$ cat src/id_ctrl_pkg.sv
`default_nettype none

package id_ctrl_pkg;

  //////////////////////////////////////////////////
  // privilege and stage state encodings
  //////////////////////////////////////////////////

  // only user and machine mode are implemented
  typedef enum logic [1:0] {
    priv_lvl_u = 2'b00,
    priv_lvl_m = 2'b11
  } priv_lvl_e;

  // id/ex stage states
  typedef enum logic [1:0] {
    first_cycle  = 2'b00,
    multi_cycle  = 2'b01,
    second_cycle = 2'b10
  } id_fsm_e;

  typedef logic [4:0] reg_addr_t;

  //////////////////////////////////////////////////
  // decoder output
  //////////////////////////////////////////////////

  typedef struct packed {
    // instruction class
    logic      lsu_req;
    logic      lsu_we;
    logic      multdiv;
    logic      alu_multicycle;
    logic      branch;
    logic      jump;
    // jump target is valid this cycle
    logic      jump_set;
    // register file access
    logic      rf_we;
    logic      rf_ren_a;
    logic      rf_ren_b;
    reg_addr_t rf_raddr_a;
    reg_addr_t rf_raddr_b;
    // special instructions
    logic      illegal;
    logic      illegal_csr;
    logic      mret;
    logic      dret;
    logic      wfi;
  } dec_instr_t;

endpackage

`default_nettype wire

$ cat src/id_wb_pkg.sv
`default_nettype none

package id_wb_pkg;

  //////////////////////////////////////////////////
  // writeback side view
  //////////////////////////////////////////////////

  // kind of instruction handed to writeback
  typedef enum logic [1:0] {
    wb_instr_load  = 2'b00,
    wb_instr_store = 2'b01,
    wb_instr_other = 2'b10
  } wb_instr_type_e;

  // state of the instruction sitting in writeback
  typedef struct packed {
    logic                  load_pending;
    logic                  store_pending;
    // memory response seen this cycle
    logic                  resp_valid;
    id_ctrl_pkg::reg_addr_t rf_waddr;
    // precise exception raised by writeback
    logic                  exception;
  } wb_status_t;

endpackage

`default_nettype wire

$ cat src/id_illegal_check.sv
`timescale 1ns/1ns
`default_nettype none

module id_illegal_check (
  input  wire logic                   instr_valid_i,
  input  wire id_ctrl_pkg::dec_instr_t dec_i,
  input  wire id_ctrl_pkg::priv_lvl_e  priv_mode_i,
  input  wire logic                   debug_mode_i,
  input  wire logic                   csr_mstatus_tw_i,
  output logic                        illegal_o
);

  logic illegal_dret;
  logic illegal_umode;
  logic not_machine;

  // dret only allowed while in debug mode
  assign illegal_dret = dec_i.dret & ~debug_mode_i;

  assign not_machine = (priv_mode_i != id_ctrl_pkg::priv_lvl_m);

  // mret always machine only
  // wfi traps to machine mode when tw is set
  assign illegal_umode = not_machine &
                         (dec_i.mret | (csr_mstatus_tw_i & dec_i.wfi));

  // decoder and csr checks folded in here
  assign illegal_o = instr_valid_i &
                     (dec_i.illegal | dec_i.illegal_csr | illegal_dret | illegal_umode);

  //////////////////////////////////////////////////
  // checks
  //////////////////////////////////////////////////

  // no flag on a bubble, kill logic downstream relies on it
  always_comb begin
    illegal_needs_valid_a: assert final (!illegal_o || instr_valid_i)
      else $error("illegal_o raised without a valid instruction");
  end

endmodule

`default_nettype wire

$ cat src/id_hazard_unit.sv
`timescale 1ns/1ns
`default_nettype none

module id_hazard_unit (
  input  wire logic                   instr_valid_i,
  input  wire id_ctrl_pkg::dec_instr_t dec_i,
  input  wire id_wb_pkg::wb_status_t   wb_i,
  input  wire logic                   lsu_req_done_i,
  output logic                        stall_ld_hz_o,
  output logic                        stall_mem_o,
  output logic                        outstanding_access_o
);

  // read port addresses hit the writeback destination
  logic rd_a_wb_match;
  logic rd_b_wb_match;
  // match on a port that is really read
  logic rd_a_hz;
  logic rd_b_hz;
  logic outstanding;

  //////////////////////////////////////////////////
  // load-use hazard
  //////////////////////////////////////////////////

  // x0 never conflicts
  assign rd_a_wb_match = (dec_i.rf_raddr_a == wb_i.rf_waddr) & |dec_i.rf_raddr_a;
  assign rd_b_wb_match = (dec_i.rf_raddr_b == wb_i.rf_waddr) & |dec_i.rf_raddr_b;

  assign rd_a_hz = rd_a_wb_match & dec_i.rf_ren_a;
  assign rd_b_hz = rd_b_wb_match & dec_i.rf_ren_b;

  // load data comes too late to forward
  // hold in id until writeback drops the load
  assign stall_ld_hz_o = wb_i.load_pending & (rd_a_hz | rd_b_hz);

  //////////////////////////////////////////////////
  // memory stalls
  //////////////////////////////////////////////////

  // access in writeback with no response yet
  // an error response would make writeback trap precisely
  assign outstanding = (wb_i.load_pending | wb_i.store_pending) & ~wb_i.resp_valid;

  assign outstanding_access_o = outstanding;

  // also wait while the lsu request is not accepted yet
  // address calc must stay in id for that
  assign stall_mem_o = instr_valid_i &
                       (outstanding | (dec_i.lsu_req & ~lsu_req_done_i));

  //////////////////////////////////////////////////
  // checks
  //////////////////////////////////////////////////

  // stores in writeback never cause a read hazard
  always_comb begin
    ld_hz_needs_load_a: assert final (wb_i.load_pending || !stall_ld_hz_o)
      else $error("load hazard flagged with no load in writeback");
  end

endmodule

`default_nettype wire

$ cat src/id_ex_fsm.sv
`timescale 1ns/1ns
`default_nettype none

module id_ex_fsm #(
  parameter bit branch_target_alu = 1'b0,
  parameter bit branch_predictor  = 1'b0
) (
  input  wire logic                      clk_i,
  input  wire logic                      rst_ni,
  input  wire logic                      instr_valid_i,
  input  wire id_ctrl_pkg::dec_instr_t    dec_i,
  input  wire logic                      instr_fetch_err_i,
  input  wire logic                      wb_exception_i,
  input  wire logic                      illegal_i,
  input  wire logic                      stall_ld_hz_i,
  input  wire logic                      stall_mem_i,
  input  wire logic                      outstanding_access_i,
  input  wire logic                      branch_decision_i,
  input  wire logic                      ex_valid_i,
  input  wire logic                      ready_wb_i,
  output logic                           en_wb_o,
  output logic                           instr_id_done_o,
  output id_wb_pkg::wb_instr_type_e      instr_type_wb_o,
  output logic                           rf_we_o,
  output logic                           branch_set_o,
  output logic                           branch_not_set_o,
  output logic                           jump_set_o,
  output logic                           instr_first_cycle_o
);

  id_ctrl_pkg::id_fsm_e id_fsm_q;
  id_ctrl_pkg::id_fsm_e id_fsm_d;

  logic instr_kill;
  logic instr_executing;
  logic instr_executing_spec;
  logic multicycle_done;
  logic stall_multdiv;
  logic stall_alu;
  logic stall_branch;
  logic stall_jump;
  logic stall_id;
  logic branch_set_raw_d;
  logic branch_set_raw;
  logic jump_set_raw;
  logic set_done_q;
  logic set_done_d;

  //////////////////////////////////////////////////
  // execute qualifiers
  //////////////////////////////////////////////////

  // never executes, writeback will flush it
  assign instr_kill = instr_fetch_err_i | wb_exception_i | illegal_i;

  // spec version ignores wb outcome
  // keeps dmem errors off the branch/jump fetch path
  assign instr_executing_spec = instr_valid_i & ~instr_fetch_err_i & ~illegal_i &
                                ~stall_ld_hz_i;

  assign instr_executing = instr_valid_i & ~instr_kill & ~stall_ld_hz_i &
                           ~outstanding_access_i;

  // lsu finishes on request accept, others on ex_valid
  assign multicycle_done = dec_i.lsu_req ? ~stall_mem_i : ex_valid_i;

  //////////////////////////////////////////////////
  // stage state machine
  //////////////////////////////////////////////////

  always_ff @(posedge clk_i or negedge rst_ni) begin
    if (!rst_ni) begin
      id_fsm_q <= id_ctrl_pkg::first_cycle;
    end else if (instr_executing) begin
      id_fsm_q <= id_fsm_d;
    end
  end

  always_comb begin
    id_fsm_d         = id_fsm_q;
    rf_we_o          = dec_i.rf_we;
    stall_multdiv    = 1'b0;
    stall_alu        = 1'b0;
    stall_branch     = 1'b0;
    stall_jump       = 1'b0;
    branch_set_raw_d = 1'b0;
    branch_not_set_o = 1'b0;
    jump_set_raw     = 1'b0;

    if (instr_executing_spec) begin
      unique case (id_fsm_q)
        id_ctrl_pkg::first_cycle: begin
          case (1'b1)
            dec_i.lsu_req: begin
              // request not taken yet, wait for it
              if (!stall_mem_i) begin
                id_fsm_d = id_ctrl_pkg::first_cycle;
              end else begin
                id_fsm_d = id_ctrl_pkg::multi_cycle;
              end
            end
            dec_i.multdiv: begin
              id_fsm_d      = id_ctrl_pkg::multi_cycle;
              rf_we_o       = 1'b0;
              stall_multdiv = 1'b1;
            end
            dec_i.branch: begin
              // decision only valid in first cycle
              id_fsm_d         = id_ctrl_pkg::second_cycle;
              stall_branch     = 1'b1;
              branch_set_raw_d = branch_decision_i;
              if (branch_predictor) begin
                branch_not_set_o = ~branch_decision_i;
              end
            end
            dec_i.jump: begin
              id_fsm_d     = id_ctrl_pkg::second_cycle;
              stall_jump   = 1'b1;
              jump_set_raw = dec_i.jump_set;
            end
            dec_i.alu_multicycle: begin
              id_fsm_d  = id_ctrl_pkg::multi_cycle;
              rf_we_o   = 1'b0;
              stall_alu = 1'b1;
            end
            default: begin
              id_fsm_d = id_ctrl_pkg::first_cycle;
            end
          endcase
        end

        id_ctrl_pkg::multi_cycle: begin
          // result written only once ex has it
          if (dec_i.multdiv | dec_i.alu_multicycle) begin
            rf_we_o = dec_i.rf_we & ex_valid_i;
          end
          if (multicycle_done & ready_wb_i) begin
            id_fsm_d = id_ctrl_pkg::first_cycle;
          end else begin
            stall_multdiv = dec_i.multdiv;
            stall_alu     = dec_i.alu_multicycle;
          end
        end

        id_ctrl_pkg::second_cycle: begin
          // branch/jump retires here, hold if wb busy
          if (ready_wb_i) begin
            id_fsm_d = id_ctrl_pkg::first_cycle;
          end
        end

        default: begin
          id_fsm_d = id_ctrl_pkg::first_cycle;
        end
      endcase
    end
  end

  //////////////////////////////////////////////////
  // branch/jump set filter
  //////////////////////////////////////////////////

  if (branch_target_alu) begin : g_branch_set_direct
    // target ready same cycle as the decision
    assign branch_set_raw = branch_set_raw_d;
  end else begin : g_branch_set_flop
    logic branch_set_raw_q;

    // target computed by the alu next cycle
    always_ff @(posedge clk_i or negedge rst_ni) begin
      if (!rst_ni) begin
        branch_set_raw_q <= 1'b0;
      end else begin
        branch_set_raw_q <= branch_set_raw_d;
      end
    end

    assign branch_set_raw = branch_set_raw_q;
  end

  // raw sets can repeat while spec runs but execute is held
  // only the first one leaves, flag drops on retire
  assign set_done_d = (branch_set_raw | jump_set_raw | set_done_q) & ~instr_id_done_o;

  always_ff @(posedge clk_i or negedge rst_ni) begin
    if (!rst_ni) begin
      set_done_q <= 1'b0;
    end else begin
      set_done_q <= set_done_d;
    end
  end

  assign branch_set_o = branch_set_raw & ~set_done_q;
  assign jump_set_o   = jump_set_raw & ~set_done_q;

  //////////////////////////////////////////////////
  // writeback handoff
  //////////////////////////////////////////////////

  assign stall_id = stall_ld_hz_i | stall_mem_i | stall_multdiv | stall_alu |
                    stall_branch | stall_jump;

  assign en_wb_o         = instr_executing & ~stall_id;
  assign instr_id_done_o = en_wb_o & ready_wb_i;

  assign instr_type_wb_o = !dec_i.lsu_req ? id_wb_pkg::wb_instr_other :
                           dec_i.lsu_we   ? id_wb_pkg::wb_instr_store :
                                            id_wb_pkg::wb_instr_load;

  // may stay in first cycle while stalled
  assign instr_first_cycle_o = instr_valid_i & (id_fsm_q == id_ctrl_pkg::first_cycle);

  //////////////////////////////////////////////////
  // checks
  //////////////////////////////////////////////////

  exec_implies_spec_a: assert property (@(posedge clk_i) disable iff (!rst_ni)
    instr_executing |-> instr_executing_spec);

  // retiring past a wb trap would break precise exceptions
  done_no_wb_exc_a: assert property (@(posedge clk_i) disable iff (!rst_ni)
    instr_id_done_o |-> !wb_exception_i);

endmodule

`default_nettype wire

$ cat src/id_stage_ctrl.sv
`timescale 1ns/1ns
`default_nettype none

module id_stage_ctrl #(
  parameter bit branch_target_alu = 1'b0,
  parameter bit branch_predictor  = 1'b0
) (
  input  wire logic                      clk_i,
  input  wire logic                      rst_ni,
  // from if/id and decoder
  input  wire logic                      instr_valid_i,
  input  wire id_ctrl_pkg::dec_instr_t    dec_i,
  input  wire logic                      instr_fetch_err_i,
  // privilege and debug state
  input  wire id_ctrl_pkg::priv_lvl_e     priv_mode_i,
  input  wire logic                      debug_mode_i,
  input  wire logic                      csr_mstatus_tw_i,
  // ex and lsu
  input  wire logic                      branch_decision_i,
  input  wire logic                      ex_valid_i,
  input  wire logic                      lsu_req_done_i,
  // writeback
  input  wire id_wb_pkg::wb_status_t      wb_i,
  input  wire logic                      ready_wb_i,
  output logic                           illegal_insn_o,
  output logic                           en_wb_o,
  output logic                           instr_id_done_o,
  output id_wb_pkg::wb_instr_type_e      instr_type_wb_o,
  output logic                           rf_we_o,
  output logic                           branch_set_o,
  output logic                           branch_not_set_o,
  output logic                           jump_set_o,
  output logic                           instr_first_cycle_o
);

  logic stall_ld_hz;
  logic stall_mem;
  logic outstanding_access;

  // illegal flag also kills in the fsm
  id_illegal_check u_illegal_check (
    .instr_valid_i   (instr_valid_i),
    .dec_i           (dec_i),
    .priv_mode_i     (priv_mode_i),
    .debug_mode_i    (debug_mode_i),
    .csr_mstatus_tw_i(csr_mstatus_tw_i),
    .illegal_o       (illegal_insn_o)
  );

  id_hazard_unit u_hazard_unit (
    .instr_valid_i       (instr_valid_i),
    .dec_i               (dec_i),
    .wb_i                (wb_i),
    .lsu_req_done_i      (lsu_req_done_i),
    .stall_ld_hz_o       (stall_ld_hz),
    .stall_mem_o         (stall_mem),
    .outstanding_access_o(outstanding_access)
  );

  id_ex_fsm #(
    .branch_target_alu(branch_target_alu),
    .branch_predictor (branch_predictor)
  ) u_ex_fsm (
    .clk_i               (clk_i),
    .rst_ni              (rst_ni),
    .instr_valid_i       (instr_valid_i),
    .dec_i               (dec_i),
    .instr_fetch_err_i   (instr_fetch_err_i),
    .wb_exception_i      (wb_i.exception),
    .illegal_i           (illegal_insn_o),
    .stall_ld_hz_i       (stall_ld_hz),
    .stall_mem_i         (stall_mem),
    .outstanding_access_i(outstanding_access),
    .branch_decision_i   (branch_decision_i),
    .ex_valid_i          (ex_valid_i),
    .ready_wb_i          (ready_wb_i),
    .en_wb_o             (en_wb_o),
    .instr_id_done_o     (instr_id_done_o),
    .instr_type_wb_o     (instr_type_wb_o),
    .rf_we_o             (rf_we_o),
    .branch_set_o        (branch_set_o),
    .branch_not_set_o    (branch_not_set_o),
    .jump_set_o          (jump_set_o),
    .instr_first_cycle_o (instr_first_cycle_o)
  );

endmodule

`default_nettype wire

$ cat config.mk
export PLATFORM = sky130hd
export DESIGN_NAME = id_stage_ctrl
export DESIGN_NICKNAME = d
export VERILOG_FILES = /design/src/id_ctrl_pkg.sv /design/src/id_wb_pkg.sv /design/src/id_illegal_check.sv /design/src/id_hazard_unit.sv /design/src/id_ex_fsm.sv /design/src/id_stage_ctrl.sv
export SDC_FILE = /design/constraint.sdc
export NUM_CORES = 1
export LEC_CHECK = 0
export ABC_CLOCK_PERIOD_IN_PS = 1500
export BUFFER_PORTS_ARGS = -buffer_cell sky130_fd_sc_hd__buf_2
export CORE_UTILIZATION = 36
export DETAILED_ROUTE_END_ITERATION = 8
export PLACE_DENSITY = 0.87
export SYNTH_ARGS = -nofsm -noshare
export SYNTH_HDL_FRONTEND = slang
export SYNTH_SLANG_ARGS = --single-unit
$ cat constraint.sdc
create_clock -name clk_i -period 1.5 [get_ports clk_i]
set_input_delay 0 -clock clk_i [delete_from_list [all_inputs] [get_ports clk_i]]
set_output_delay 0 -clock clk_i [all_outputs]
set_load 0.02 [all_outputs]
After elaboration in Yosys (flattened, before gate mapping)
Cells that the tools add are included.
W data, S select, Z words.
{"block": "classes", "n_eq_ne": 7, "mux": 55, "n_bitwise": 55, "reduce_logical": 4}
{"cell": "$mux W1", "count": 44}
{"cell": "$and A1 B1 Y1", "count": 26}
{"cell": "$or A1 B1 Y1", "count": 17}
{"cell": "$mux W2", "count": 7}
{"cell": "$not A1 Y1", "count": 12}
{"cell": "$eq A5 B5 Y1", "count": 2}
{"cell": "$reduce_or A5 Y1", "count": 2}
{"cell": "$pmux W1 S2", "count": 3}
{"cell": "$pmux W2 S3", "count": 1}
{"cell": "$ne A2 B2 Y1 const B", "count": 2}
{"cell": "$reduce_and A4 Y1", "count": 1}
{"cell": "$eq A2 B1 Y1 const B", "count": 1}
{"cell": "$eq A2 B2 Y1 const B", "count": 1}
{"cell": "$logic_not A2 Y1", "count": 1}
{"cell": "$ne A2 B1 Y1 const B", "count": 1}
{"block": "word_totals", "word_cells": 124, "regBits": 4, "output_inout_bits": 10, "in_bits": 46}

Longest topological paths before layout
Gate-level depths: netlist of run 1.
{"block": "depth", "word_depth": 19, "depth_mapped": 5, "ltp_nobuf": 5}

By module
From an unflattened synthesis of run 1, not the netlist that was laid out.
{"block": "unflattened", "cells_unflattened": 75, "area_unflattened_um2": 566.8}
{"module": "id_ex_fsm", "seq_area_each_um2": 100.1, "area_each_um2": 365.4, "n_inst": 1, "cells_each": 46}
{"module": "id_hazard_unit", "seq_area_each_um2": 0.0, "area_each_um2": 157.7, "n_inst": 1, "cells_each": 23}
{"module": "id_illegal_check", "seq_area_each_um2": 0.0, "area_each_um2": 43.8, "n_inst": 1, "cells_each": 6}

Worst setup path after synthesis of run 1
OpenSTA, ideal clock, no wires.
{"block": "synth_path", "kind": "flip-flop to output port", "startpoint": "register u_ex_fsm.id_fsm_q[0]", "endpoint": "output port jump_set_o", "t_required_ns": 1.500, "arrival_time_ns": 1.389, "stages_incl_launch_ff": 5, "setup_slack_ns": 0.111, "n_path_buf": 0, "cell_sequence": "dfrtp_1 > nor4_1 > and4b_1 > nand4_1 > nor2_1"}
{"block": "synth_between", "elab_chain_len": 4}
{"element": "from (decl)", "line": "id_ex_fsm.sv:31", "rtl": "id_ctrl_pkg::id_fsm_e id_fsm_q;"}
{"element": "from (signal assigned)", "line": "id_ex_fsm.sv:73", "rtl": "id_fsm_q <= id_ctrl_pkg::first_cycle;"}
{"element": "from (signal assigned)", "line": "id_ex_fsm.sv:75", "rtl": "id_fsm_q <= id_fsm_d;"}
{"element": "$logic_not A2 Y1", "line": "id_ex_fsm.sv:91", "rtl": "unique case (id_fsm_q)"}
{"element": "$mux W1", "line": "id_ex_fsm.sv:91"}
{"element": "$mux W1", "line": "id_ex_fsm.sv:90", "rtl": "if (instr_executing_spec) begin"}
{"element": "$and A1 B1 Y1", "line": "id_ex_fsm.sv:194", "rtl": "assign jump_set_o = jump_set_raw & ~set_done_q;"}
{"element": "to (decl)", "line": "id_stage_ctrl.sv:32", "rtl": "output logic jump_set_o,"}
No other way between the ends.

Worst setup path in the final report of run 1
Same ends and word-level chain as after synthesis.

==> reports/results.tsv, run 1 <==
stage	metric	value	unit
global_routing	grt_pass1_vias	710	
critical_path	worst_path_max_delay_cell	dfrtp_2	
synthesis	synth.distinct_cells	36	
critical_path	startpoint_type	flop	
floorplanning	fp.dieH	42.6	µm
critical_path	cp_data_required_time	1500	ps
drt	detailroute.via_count	801	
cts	path_clk_slew	30	ps
synthesis	yosys.area_share.simple	0.383	
run	max_cap_viol_count	0	
place	place_hpwl	1460	µm
hold_path	min_path_type	in -> reg	
critical_path	arrival	1520	ps
drt	post_detailed_route_drc_marker_count	0	
synthesis	synth_xor_area_frac	0.118	
synthesis	synth_sequential_area_ratio	0.168	
drt	drt-pass1-iter-count	4	
global_routing	grt_first_pass_wirelength	2730	µm
critical_path	crit_path_cell_trace	nor4_2 > and4b_1 > nand4_1 > nor2_1 > buf_4	
synthesis	total_of_flip_flops_plus_latches_after_synthesis	4	
timing	grt_setup_unrepaired	yes	
drt	vias_per_cell	5.30	
synthesis	synth_flop_cell	dfrtp_1	
timing	maxClockFrequency	656	MHz
hold_path	hold_path_depth	3	
floorplanning	rows	14	
timing	fin_worst_skew	0.0960	ps
critical_path	crit_path_start	u_ex_fsm.id_fsm_q[0]$_DFFE_PN0P_	
critical_path	critical-path-max-stage-delay	440	ps
place	io_buffers	54	
drt	detail_route.wirelength	1680	µm
cts	numCtsBuffers	3	
status	failed_checks	negative setup slack	
timing	min_period_over_period	1.02	
place	gp_routability_congestion	0.902	
synthesis	synth_async_sr_flop_share	1.00	
synthesis	yosys.area.top_type_share	0.168	
critical_path	worstSetupPathDepth	5	
critical_path	kind_of_cell_with_the_highest_combined_delay_on_the_critical_path	simple AND/OR/NAND/NOR gates	
critical_path	worstRegToRegCells	5	
synthesis	synth_top_cells_by_area	dfrtp_1, xor2_1, nor2b_1	
floorplanning	fp.coreArea	1520	µm²
timing	final.setup.worst_slack	-23.6	ps
global_routing	grt.overflow.total	0	
global_routing	grt_max_degree	8	
synthesis	mean_cell_area_of_the_mapped_netlist	7.92	µm²
global_routing	initial_antenna_violation_count	0	
floorplanning	initial_core_util	0.390	
finish	insertedDiodeCount	0	
synthesis	combinational_family_with_the_most_area_after_synthesis	simple AND/OR/NAND/NOR gates	
critical_path	timing.rr.end	u_ex_fsm.set_done_q$_DFF_PN0_	
synthesis	synth_mux_area_frac	0	
cts	clockRootBuffer	clkbuf_4	
place	dp_slack	39.0	ps
synthesis	syn-instance-count	75	
timing	setup_violations	1	
cts	max-clock-path-buffers	2	
synthesis	mappedNetlistNets	121	
floorplanning	fp.dieW	42.6	µm
cts	tritoncts	done	
timing	final-hold-violation-count	0	
critical_path	r2r_setup_slack	130	ps
synthesis	synth-compound-area-share	0.299	
timing	final_critical_delay_including_setup_and_external_delays	1520	ps
critical_path	worstReg2RegStart	u_ex_fsm.id_fsm_q[0]$_DFFE_PN0P_	
pwr	power.static_leakage	0.000449	µW
cts	worst_skew_pair.late_latency	230	ps
finish	nets	183	
critical_path	worst-path-max-fanout	7	
status	result_of_the_run	complete, but fails checks	
cts	cts.sinks	4	
cts	clock_tree.htree_level_count	1	
critical_path	criticalPathCategory	reg -> out	
timing	timing_max_transition_violations_final	0	
synthesis	netlist_area	594	µm²
pwr	power.density	437	nW/µm²
synthesis	post_synth_fa_ha_maj_area_fraction	0	
synthesis	edff_count_synth	0	
global_routing	grtUsageTotal	0.190	
critical_path	worstSetupEndpointType	primary output	
synthesis	ys_warn_count	0	
pwr	total_power	415	µW
critical_path	cp.buffers_inverters	1	
pwr	vdd_drop_max	0.230	mV
floorplanning	die_ar	1820	µm²
finish	flow.area_growth_from_synthesis	59.8	%
drt	final_antenna_net_count	0	
drt	initialDrtViolationCount	19	
drt	wire_per_inst	11.1	µm
floorplanning	io_pins	56	
critical_path	endpoint	jump_set_o	
finish	drive_above_1_share	0.496	
synthesis	post-synth-top-area-cell	dfrtp_1	
## cell usage after synthesis, drive strengths merged (2+ instances only)
cell    count
and4b       3
o21ai       6
inv         2
nand2       4
nand4       3
dfrtp       4
nor2b       5
nor3        3
nand2b      2
nor3b       2
xor2        6
nor2        6
xnor2       2
nand4b      2
o21a        2
o211ai      2
nor4        2
nand3       2
## through the flow
stage / util / setup TNS (ps) / area [µm²] / hold slack [ps] / instances
floorplan: - / 0 / 594 / -296 / 75
global placement: 0.585 / 0 / 892 / -190 / 146
detailed placement: 0.585 / 0 / 892 / -189 / 146
CTS: 0.613 / -62.6 / 935 / 8.17 / 150
global route: 0.623 / -202 / 950 / 34.5 / 151
finish: 0.623 / -23.6 / 950 / 10.6 / 151
## layout by cell type, fill, tap and decap left out, drive strengths merged, types with 2 or more instances in the layout
cell	instances
nor4	2
nor2	6
dfrtp	4
nand2	4
nor2b	5
nor3	3
nor3b	2
nand3	2
o21ai	6
o211ai	2
xor2	6
nand4	3
o21a	2
buf	57
nand2b	2
inv	2
and4b	3
clkbuf	3
nand4b	2
xnor2	2
## cell type report
| class | count | area (µm²) |
|---|---|---|
| sequential | 4 | 103 |
| multi-input combinational | 68 | 492 |
| fill | 127 | 574 |
| inverter | 2 | 7.51 |
| tap | 16 | 20.0 |
| timing repair buffer | 58 | 305 |
| clock buffer | 3 | 22.5 |
## kinds of logic (layout without fill, tap and decap cells)
| family | after synthesis | in the layout |
|---|---|---|
| AOI/OAI and AO/OA | 22 | 22 |
| xor gates and xnor gates | 8 | 8 |
| buffers and inverters | 3 | 63 |
| DFF | 4 | 4 |
| other | 1 | 1 |
| and+or+nand+nor | 37 | 37 |
## flip-flops by register name, summed over array words and instances, names as in the netlist
signal and cells:
u_ex_fsm.set_done_q 1, u_ex_fsm.branch_set_raw 1, u_ex_fsm.id_fsm_q 2
## tightest hold or removal path: stages
cell and delay (ps):
buf_2 100, nand3_1 70, nor2_1 40
## per-layer routing
| layer | up-vias | GRT usage | share of wire |
|---|---|---|---|
| met5 | - | 0 | 0 |
| met2 | 49 | 0.352 | 0.48 |
| met4 | 0 | 0.0750 | 0.0095 |
| met1 | 340 | 0.223 | 0.41 |
| met3 | 3 | 0.00862 | 0.096 |
| li1 | 409 | - | - |
## worst min path at each step
stage                                 start                                end  slack [ps]
after CTS                 branch_decision_i  u_ex_fsm.branch_set_raw$_DFF_PN0_           8
after global routing      branch_decision_i  u_ex_fsm.branch_set_raw$_DFF_PN0_          30
final                     branch_decision_i  u_ex_fsm.branch_set_raw$_DFF_PN0_          10
after floorplan                      rst_ni  u_ex_fsm.branch_set_raw$_DFF_PN0_        -300
after detailed placement             rst_ni      u_ex_fsm.set_done_q$_DFF_PN0_        -190
after global placement               rst_ni  u_ex_fsm.branch_set_raw$_DFF_PN0_        -190
## repair_timing
action | 4_1_cts | 5_1_grt
endpoints found under the setup margin | 2 | 4
resized for setup | 3 | 3
gates cloned | 0 | 0
hold buffers | 1 | 0
endpoints found under the hold margin | 4 | 0
setup buffers | 0 | 1
pin swaps | 0 | 1
## where the power goes
group          switching, µW  internal, µW
combinational           82.3          86.1
clock                   41.9          89.3
sequential              3.18           112
total                    127           288
Power figures use the tool's default switching activity.
==> run 2: changes to the inputs <==
--- a/config.mk
+++ b/config.mk
@@ -5,9 +5,11 @@
 export SDC_FILE = /design/constraint.sdc
 export NUM_CORES = 1
 export LEC_CHECK = 0
+export ABC_AREA = 1
 export ABC_CLOCK_PERIOD_IN_PS = 1500
 export BUFFER_PORTS_ARGS = -buffer_cell sky130_fd_sc_hd__buf_2
-export CORE_UTILIZATION = 36
+export CORE_ASPECT_RATIO = 1.2
+export CORE_UTILIZATION = 38
 export DETAILED_ROUTE_END_ITERATION = 8
 export PLACE_DENSITY = 0.87
 export SYNTH_ARGS = -nofsm -noshare
==> reports/results.tsv, run 2 <==
stage	metric	value	unit	change
place	placed_area	966	µm²	was 892 µm²
timing	final_critical_delay_including_setup_and_external_delays	1510	ps	was 1520 ps
timing	min_period_over_period	1.00		was 1.02
hold_path	min_path_type	in -> reg		unchanged
place	gp_routability_congestion	0.979		was 0.902
global_routing	grt_first_pass_wirelength	3430	µm	was 2730 µm
run	max_cap_viol_count	0		unchanged
cts	path_clk_slew	50	ps	was 30 ps
drt	wire_per_inst	10.6	µm	was 11.1 µm
floorplanning	initial_core_util	0.410		was 0.390
synthesis	yosys.area.top_type_share	0.215		was 0.168
finish	final_util	0.663		was 0.623
pwr	power.switching_fraction	0.389		was 0.307
status	result_of_the_run	complete, but fails checks		unchanged
finish	largest_register_ffs	2		unchanged
status	failed_checks	negative setup slack		unchanged
cts	numCtsBuffers	3		unchanged
synthesis	synth_sequential_area_ratio	0.147		was 0.168
floorplanning	io_pins	56		unchanged
synthesis	syn-instance-count	131		was 75
finish	nets	245		was 183
finish	n_fill_cell	164		was 127
drt	detail_route.wirelength	2270	µm	was 1680 µm
synthesis	yosys.cell_count.top_type	nand2_1		
finish	finalNonFillerCells	215		was 151
critical_path	worstRegToRegCells	10		was 5
global_routing	grt.overflow.total	0		unchanged
critical_path	crit_path_start	u_ex_fsm.id_fsm_q[0]$_DFFE_PN0P_		unchanged
cts	cts.sinks	4		unchanged
floorplanning	fp.dieW	40.6	µm	was 42.6 µm
floorplanning	rows	16		was 14
cts	clockRootBuffer	clkbuf_4		unchanged
finish	flow.area_growth_from_synthesis	61.8	%	was 59.8%
pwr	intPower	345	µW	was 288 µW
pwr	power.static_leakage	0.000690	µW	was 0.000449 µW
pwr	vdd_drop_max	0.430	mV	was 0.230 mV
critical_path	criticalPathCategory	reg -> out		unchanged
timing	grt_setup_unrepaired	yes		unchanged
place	dpl.cell_count	202		was 146
synthesis	most_frequent_cells_after_synthesis	nand2_1, inv_1, nor2_1		was nor2_1, o21ai_0, xor2_1
floorplanning	fp.dieH	48.4	µm	was 42.6 µm
cts	tritoncts	done		unchanged
hold_path	worstHoldStart	dec_i[20]		was branch_decision_i
global_routing	initial_antenna_violation_count	0		unchanged
synthesis	total_of_flip_flops_plus_latches_after_synthesis	4		unchanged
finish	most_common_cell_after_layout_fill_and_taps_aside	buf_2		unchanged
global_routing	grtUsageTotal	0.245		was 0.190
timing	setup_violations	1		unchanged
drt	final_antenna_net_count	0		unchanged
timing	fin_worst_skew	19.0	ps	was 0.0960 ps
drt	vias_per_cell	4.72		was 5.30
hold_path	hold_path_depth	3		unchanged
drt	initialDrtViolationCount	30		was 19
finish	final-seq-area	100	µm²	was 103 µm²
drt	post_detailed_route_drc_marker_count	0		unchanged
timing	final-hold-violation-count	0		unchanged
synthesis	synth_flop_cell	dfrtp_1		unchanged
floorplanning	die_ar	1970	µm²	was 1820 µm²
synthesis	synth_async_sr_flop_share	1.00		unchanged
pwr	power.density	513	nW/µm²	was 437 nW/µm²
drt	detailroute.via_count	1014		was 801
global_routing	grt_max_degree	7		was 8
synthesis	edff_count_synth	0		unchanged
synthesis	ys_warn_count	0		unchanged
synthesis	synth_top_cells_by_area	nand2_1, inv_1, dfrtp_1		was dfrtp_1, xor2_1, nor2b_1
finish	mostFrequentLayoutCells	buf_2, nand2_1, inv_1		was buf_2, xor2_1, nor2_1
critical_path	worst-path-max-fanout	4		was 7
pwr	share_clk_of_total_power	0.264		was 0.316
finish	regMostFlops	u_ex_fsm.id_fsm_q		unchanged
pwr	netSwitchingPower	220	µW	was 127 µW
critical_path	arrival	1510	ps	was 1520 ps
place	place_hpwl	1750	µm	was 1460 µm
timing	timing_max_transition_violations_final	0		unchanged
critical_path	r2r_setup_slack	60	ps	was 130 ps
cts	max-clock-path-buffers	2		unchanged
place	io_buffers	54		unchanged
critical_path	worstSetupEndpointType	primary output		unchanged
pwr	power.sequential.fraction	0.213		was 0.278
finish	drive_above_1_share	0.401		was 0.496
global_routing	grt_pass1_vias	878		was 710
synthesis	post-synth-top-area-cell	nand2_1		was dfrtp_1
finish	insertedDiodeCount	0		unchanged
critical_path	cp_data_required_time	1500	ps	about the same
finish	postLayoutCellArea	1100	µm²	was 950 µm²
synthesis	mappedNetlistNets	177		was 121
drt	drt-pass1-iter-count	4		unchanged
hold_path	min_to	u_ex_fsm.branch_set_raw$_DFF_PN0_		unchanged
critical_path	timing.rr.end	u_ex_fsm.branch_set_raw$_DFF_PN0_		was u_ex_fsm.set_done_q$_DFF_PN0_
critical_path	worstReg2RegStart	u_ex_fsm.id_fsm_q[0]$_DFFE_PN0P_		unchanged
synthesis	netlist_area	681	µm²	was 594 µm²
critical_path	startpoint_type	flop		unchanged
finish	total_area_of_multi_input_combinational_cells	478	µm²	was 492 µm²
timing	final.setup.worst_slack	-6.92	ps	was -23.6 ps
cts	clock_tree.htree_level_count	1		unchanged
synthesis	mean_cell_area_of_the_mapped_netlist	5.20	µm²	was 7.92 µm²
pwr	proportion_of_power_drawn_by_combinational_gates	0.523		was 0.406
cts	worst_skew_pair.late_latency	250	ps	was 230 ps
floorplanning	fp.coreArea	1660	µm²	was 1520 µm²
synthesis	synth.distinct_cells	23		was 36
timing	maxClockFrequency	664	MHz	was 656 MHz
## run 2: worst max-delay path by stage
stage / endpoint / slack (ps) / cells after the start
final: jump_set_o / -7 / 8
after global routing: rf_we_o / -120 / 11
after CTS: rf_we_o / 5 / 11
after detailed placement: u_ex_fsm.set_done_q$_DFF_PN0_ / 190 / 9
after global placement: rf_we_o / 230 / 11
after floorplan: instr_id_done_o / 140 / 8
## run 2: metal layers
layer | vias to the layer above | track usage | wire length, µm
met1 | 419 | 0.275 | 839
met4 | 0 | 0.0611 | 37
met3 | 6 | 0.0550 | 208
met5 | - | 0 | 0
met2 | 55 | 0.434 | 1190
li1 | 534 | - | -
## run 2: cell type report
| cell class | instances | area share |
|---|---|---|
| Multi-Input combinational cell | 95 | 0.434 |
| Timing Repair Buffer | 64 | 0.328 |
| Inverter | 31 | 0.106 |
| Sequential cell | 4 | 0.0909 |
| Clock buffer | 3 | 0.0205 |
| Tap cell | 18 | 0.0205 |
## run 2: cell families after synthesis
logic type             synth area share
AND/OR/NAND/NOR                   0.494
AO/OA/AOI/OAI                     0.171
buffers and inverters             0.182
other                           0.00551
flip-flops                        0.147
## run 2: critical path, stage by stage (launching register included)
cell     delay, ps
dfrtp_1        360
nor2_1         130
inv_2           70
nor2_4         100
inv_2           70
nor3_2         180
nand3_1        110
nor2_1         110
buf_4          140
## run 2: repair_timing
item                                    in CTS  in global routing
hold buffers                                 2                  0
buffers inserted                             7                  1
pin swaps                                    0                  4
endpoints found under the hold margin        5                  0
endpoints found under the setup margin       4                  5
resized for setup                            2                  9
## run 2: power by group through the flow
stage                     Combinational [µW]  Clock (µW)  Sequential [µW]
after floorplan                          128           0              123
after CTS                                271         144              120
after global routing                     329         157              121
final                                    295         149              120
after detailed placement                 229           0              124
after global placement                   221           0              123
## run 2: stage by stage
step	total power, µW	TNS [ps]	hold WS, ps	setup slack (ps)
floorplan	251	0	-296	144
global route	608	-368	17.1	-124
global placement	344	0	-194	229
CTS	534	0	15.0	5.07
detailed placement	353	0	-189	186
finish	564	-6.92	11.4	-6.92
==> run 3: changes to the inputs <==
==> constraint.sdc (replaced) <==
create_clock -name clk_i -period 1.5 [get_ports clk_i]
set_input_delay 0 -clock clk_i [delete_from_list [all_inputs] [get_ports clk_i]]
set_output_delay 0 -clock clk_i [all_outputs]
set_load 0.1 [all_outputs]
==> reports/results.tsv, run 3 (synthesized netlist as in run 2, its figures left out) <==
stage	metric	value	unit	change
status	result_of_the_run	complete, but fails checks		unchanged
status	failed_checks	negative setup slack		unchanged
cts	clockRootBuffer	clkbuf_4		unchanged
critical_path	r2r_setup_slack	180	ps	was 60 ps
cts	worst_skew_pair.late_latency	240	ps	was 250 ps
hold_path	worstHoldStart	dec_i[20]		unchanged
floorplanning	rows	16		unchanged
timing	setup_violations	4		was 1
timing	final.setup.worst_slack	-70.0	ps	was -6.92 ps
global_routing	grt_pass1_vias	879		was 878
critical_path	arrival	1570	ps	was 1510 ps
floorplanning	initial_core_util	0.410		unchanged
finish	final_util	0.701		was 0.663
place	io_buffers	54		unchanged
floorplanning	io_pins	56		unchanged
critical_path	worst_path_max_delay_cell	dfrtp_1		unchanged
hold_path	hold_path_depth	3		unchanged
critical_path	timing.rr.end	u_ex_fsm.set_done_q$_DFF_PN0_		was u_ex_fsm.branch_set_raw$_DFF_PN0_
cts	path_clk_slew	40	ps	was 50 ps
finish	mostFrequentLayoutCells	buf_2, nand2_1, inv_1		unchanged
finish	most_common_cell_after_layout_fill_and_taps_aside	buf_2		unchanged
timing	final-hold-violation-count	0		unchanged
floorplanning	fp.dieH	48.4	µm	unchanged
timing	min_period_over_period	1.05		was 1.00
finish	n_fill_cell	133		was 164
global_routing	globalRoute.busiestLayer	met2		unchanged
drt	post_detailed_route_drc_marker_count	0		unchanged
global_routing	gr_util_met1	0.265		was 0.275
timing	maxClockFrequency	637	MHz	was 664 MHz
global_routing	met3_usage_in_global_routing	0.0413		was 0.0550
finish	insertedDiodeCount	0		unchanged
critical_path	worstRegToRegCells	9		was 10
drt	drt-pass1-iter-count	6		was 4
global_routing	grt_max_degree	7		unchanged
cts	tritoncts	done		unchanged
timing	fin_worst_skew	4.01	ps	was 19.0 ps
run	max_cap_viol_count	0		unchanged
drt	wire_per_inst	9.38	µm	was 10.6 µm
place	dp_slack	25.7	ps	was 186 ps
finish	regMostFlops	u_ex_fsm.id_fsm_q		unchanged
global_routing	initial_antenna_violation_count	0		unchanged
cts	max-clock-path-buffers	2		unchanged
floorplanning	die_ar	1970	µm²	unchanged
global_routing	grtUsageTotal	0.215		was 0.245
finish	flow.area_growth_from_synthesis	71.1	%	was 61.8%
drt	detail_route.wirelength	1980	µm	was 2270 µm
drt	initialDrtViolationCount	19		was 30
place	place_hpwl	1630	µm	was 1750 µm
pwr	power.static_leakage	0.000688	µW	was 0.000690 µW
finish	total_area_of_multi_input_combinational_cells	520	µm²	was 478 µm²
place	placed_area	1050	µm²	was 966 µm²
critical_path	worst-path-max-fanout	4		unchanged
floorplanning	fp.coreArea	1660	µm²	unchanged
global_routing	grt_met2_use	0.368		was 0.434
critical_path	worstSetupEndpointType	primary output		unchanged
pwr	power.density	534	nW/µm²	was 513 nW/µm²
cts	cts.sinks	4		unchanged
finish	drive_above_1_share	0.435		was 0.401
timing	final_critical_delay_including_setup_and_external_delays	1570	ps	was 1510 ps
timing	timing_max_transition_violations_final	0		unchanged
finish	postLayoutCellArea	1160	µm²	was 1100 µm²
cts	numCtsBuffers	3		unchanged
drt	vias_per_cell	4.75		was 4.72
global_routing	grt.overflow.total	0		unchanged
critical_path	crit_path_cell_trace	nor2_2 > inv_2 > nor2_4 > inv_2 > nor3_2 > nand3_2 > nor2_4 > buf_12		was nor2_1 > inv_2 > nor2_4 > inv_2 > nor3_2 > nand3_1 > nor2_1 > buf_4
critical_path	critical-path-max-stage-delay	380	ps	was 360 ps
timing	setup_tns	-155	ps	was -6.92 ps
finish	final-seq-area	100	µm²	unchanged
pwr	vdd_drop_max	0.638	mV	was 0.430 mV
timing	grt_setup_unrepaired	yes		unchanged
drt	final_antenna_net_count	0		unchanged
critical_path	cp_data_required_time	1500	ps	about the same
critical_path	criticalPathCategory	reg -> out		unchanged
finish	nets	241		was 245
hold_path	min_to	u_ex_fsm.branch_set_raw$_DFF_PN0_		unchanged
hold_path	min_path_type	in -> reg		unchanged
global_routing	grt_first_pass_wirelength	3130	µm	was 3430 µm
finish	largest_register_ffs	2		unchanged
critical_path	worstReg2RegStart	u_ex_fsm.id_fsm_q[1]$_DFFE_PN0P_		was u_ex_fsm.id_fsm_q[0]$_DFFE_PN0P_
cts	clock_tree.htree_level_count	1		unchanged
pwr	total_power	622	µW	was 564 µW
place	gp_routability_congestion	0.952		was 0.979
floorplanning	fp.dieW	40.6	µm	unchanged
critical_path	startpoint_type	flop		unchanged
drt	detailroute.via_count	1002		was 1014
## run 3: cell types whose count changed in the layout (fill, tap and decap cells not counted), moves of 2 or more
cell | before | now
buf_12 | 0 | 4
buf_2 | 51 | 49
buf_4 | 10 | 4
nor2_1 | 19 | 13
nor2_2 | 1 | 5
nor2_4 | 1 | 3
## run 3: how the worst max path moves through the flow
stage | slack [ps] | to | start | cells after the start
finish | -70 | jump_set_o | u_ex_fsm.id_fsm_q[1]$_DFFE_PN0P_ | 8
global route | -150 | rf_we_o | u_ex_fsm.id_fsm_q[1]$_DFFE_PN0P_ | 11
CTS | -50 | instr_id_done_o | u_ex_fsm.id_fsm_q[0]$_DFFE_PN0P_ | 9
detailed placement | 30 | rf_we_o | u_ex_fsm.id_fsm_q[1]$_DFFE_PN0P_ | 11
global placement | 90 | rf_we_o | u_ex_fsm.id_fsm_q[1]$_DFFE_PN0P_ | 11
floorplan | -170 | instr_id_done_o | u_ex_fsm.id_fsm_q[1]$_DFFE_PN0P_ | 8
## run 3: worst max-delay path: cells and delay by family, from the launching register on
kind / cells / cell delay [ps]
flops: 1 / 380
buf+inv: 3 / 310
simple gates: 5 / 650
## run 3: area by class of cell
class	instances	share of cell area
Multi-Input combinational cell	95	0.447
Tap cell	18	0.0193
Timing Repair Buffer	60	0.329
Inverter	31	0.0999
Sequential cell	4	0.0859
Clock buffer	3	0.0193
## run 3: power by group
part | switching, µW | internal [µW]
registers | 6.86 | 116
clock network | 48.0 | 89.8
logic | 229 | 133
total | 284 | 338
## run 3: what timing repair did
action                                  in CTS  in global routing
endpoints found under the setup margin       4                  4
hold buffers                                 2                  0
setup buffers                                3                  1
pin swaps                                    5                  4
gates resized for setup                      7                  5
hold endpoints to repair                     5                  0
## run 3: layer usage
layer / part of all wire / vias to the layer above
li1: - / 525
met1: 0.43 / 427
met2: 0.50 / 46
met3: 0.066 / 4
met4: 0.0096 / 0
met5: 0 / -
## run 3: through the flow
step           std cells  hold WS (ps)
2_1_floorplan        131          -296
3_3_place_gp         202          -189
3_5_place_dp         202          -183
4_1_cts              210          25.8
5_1_grt              211          38.2
6_report             211          29.0
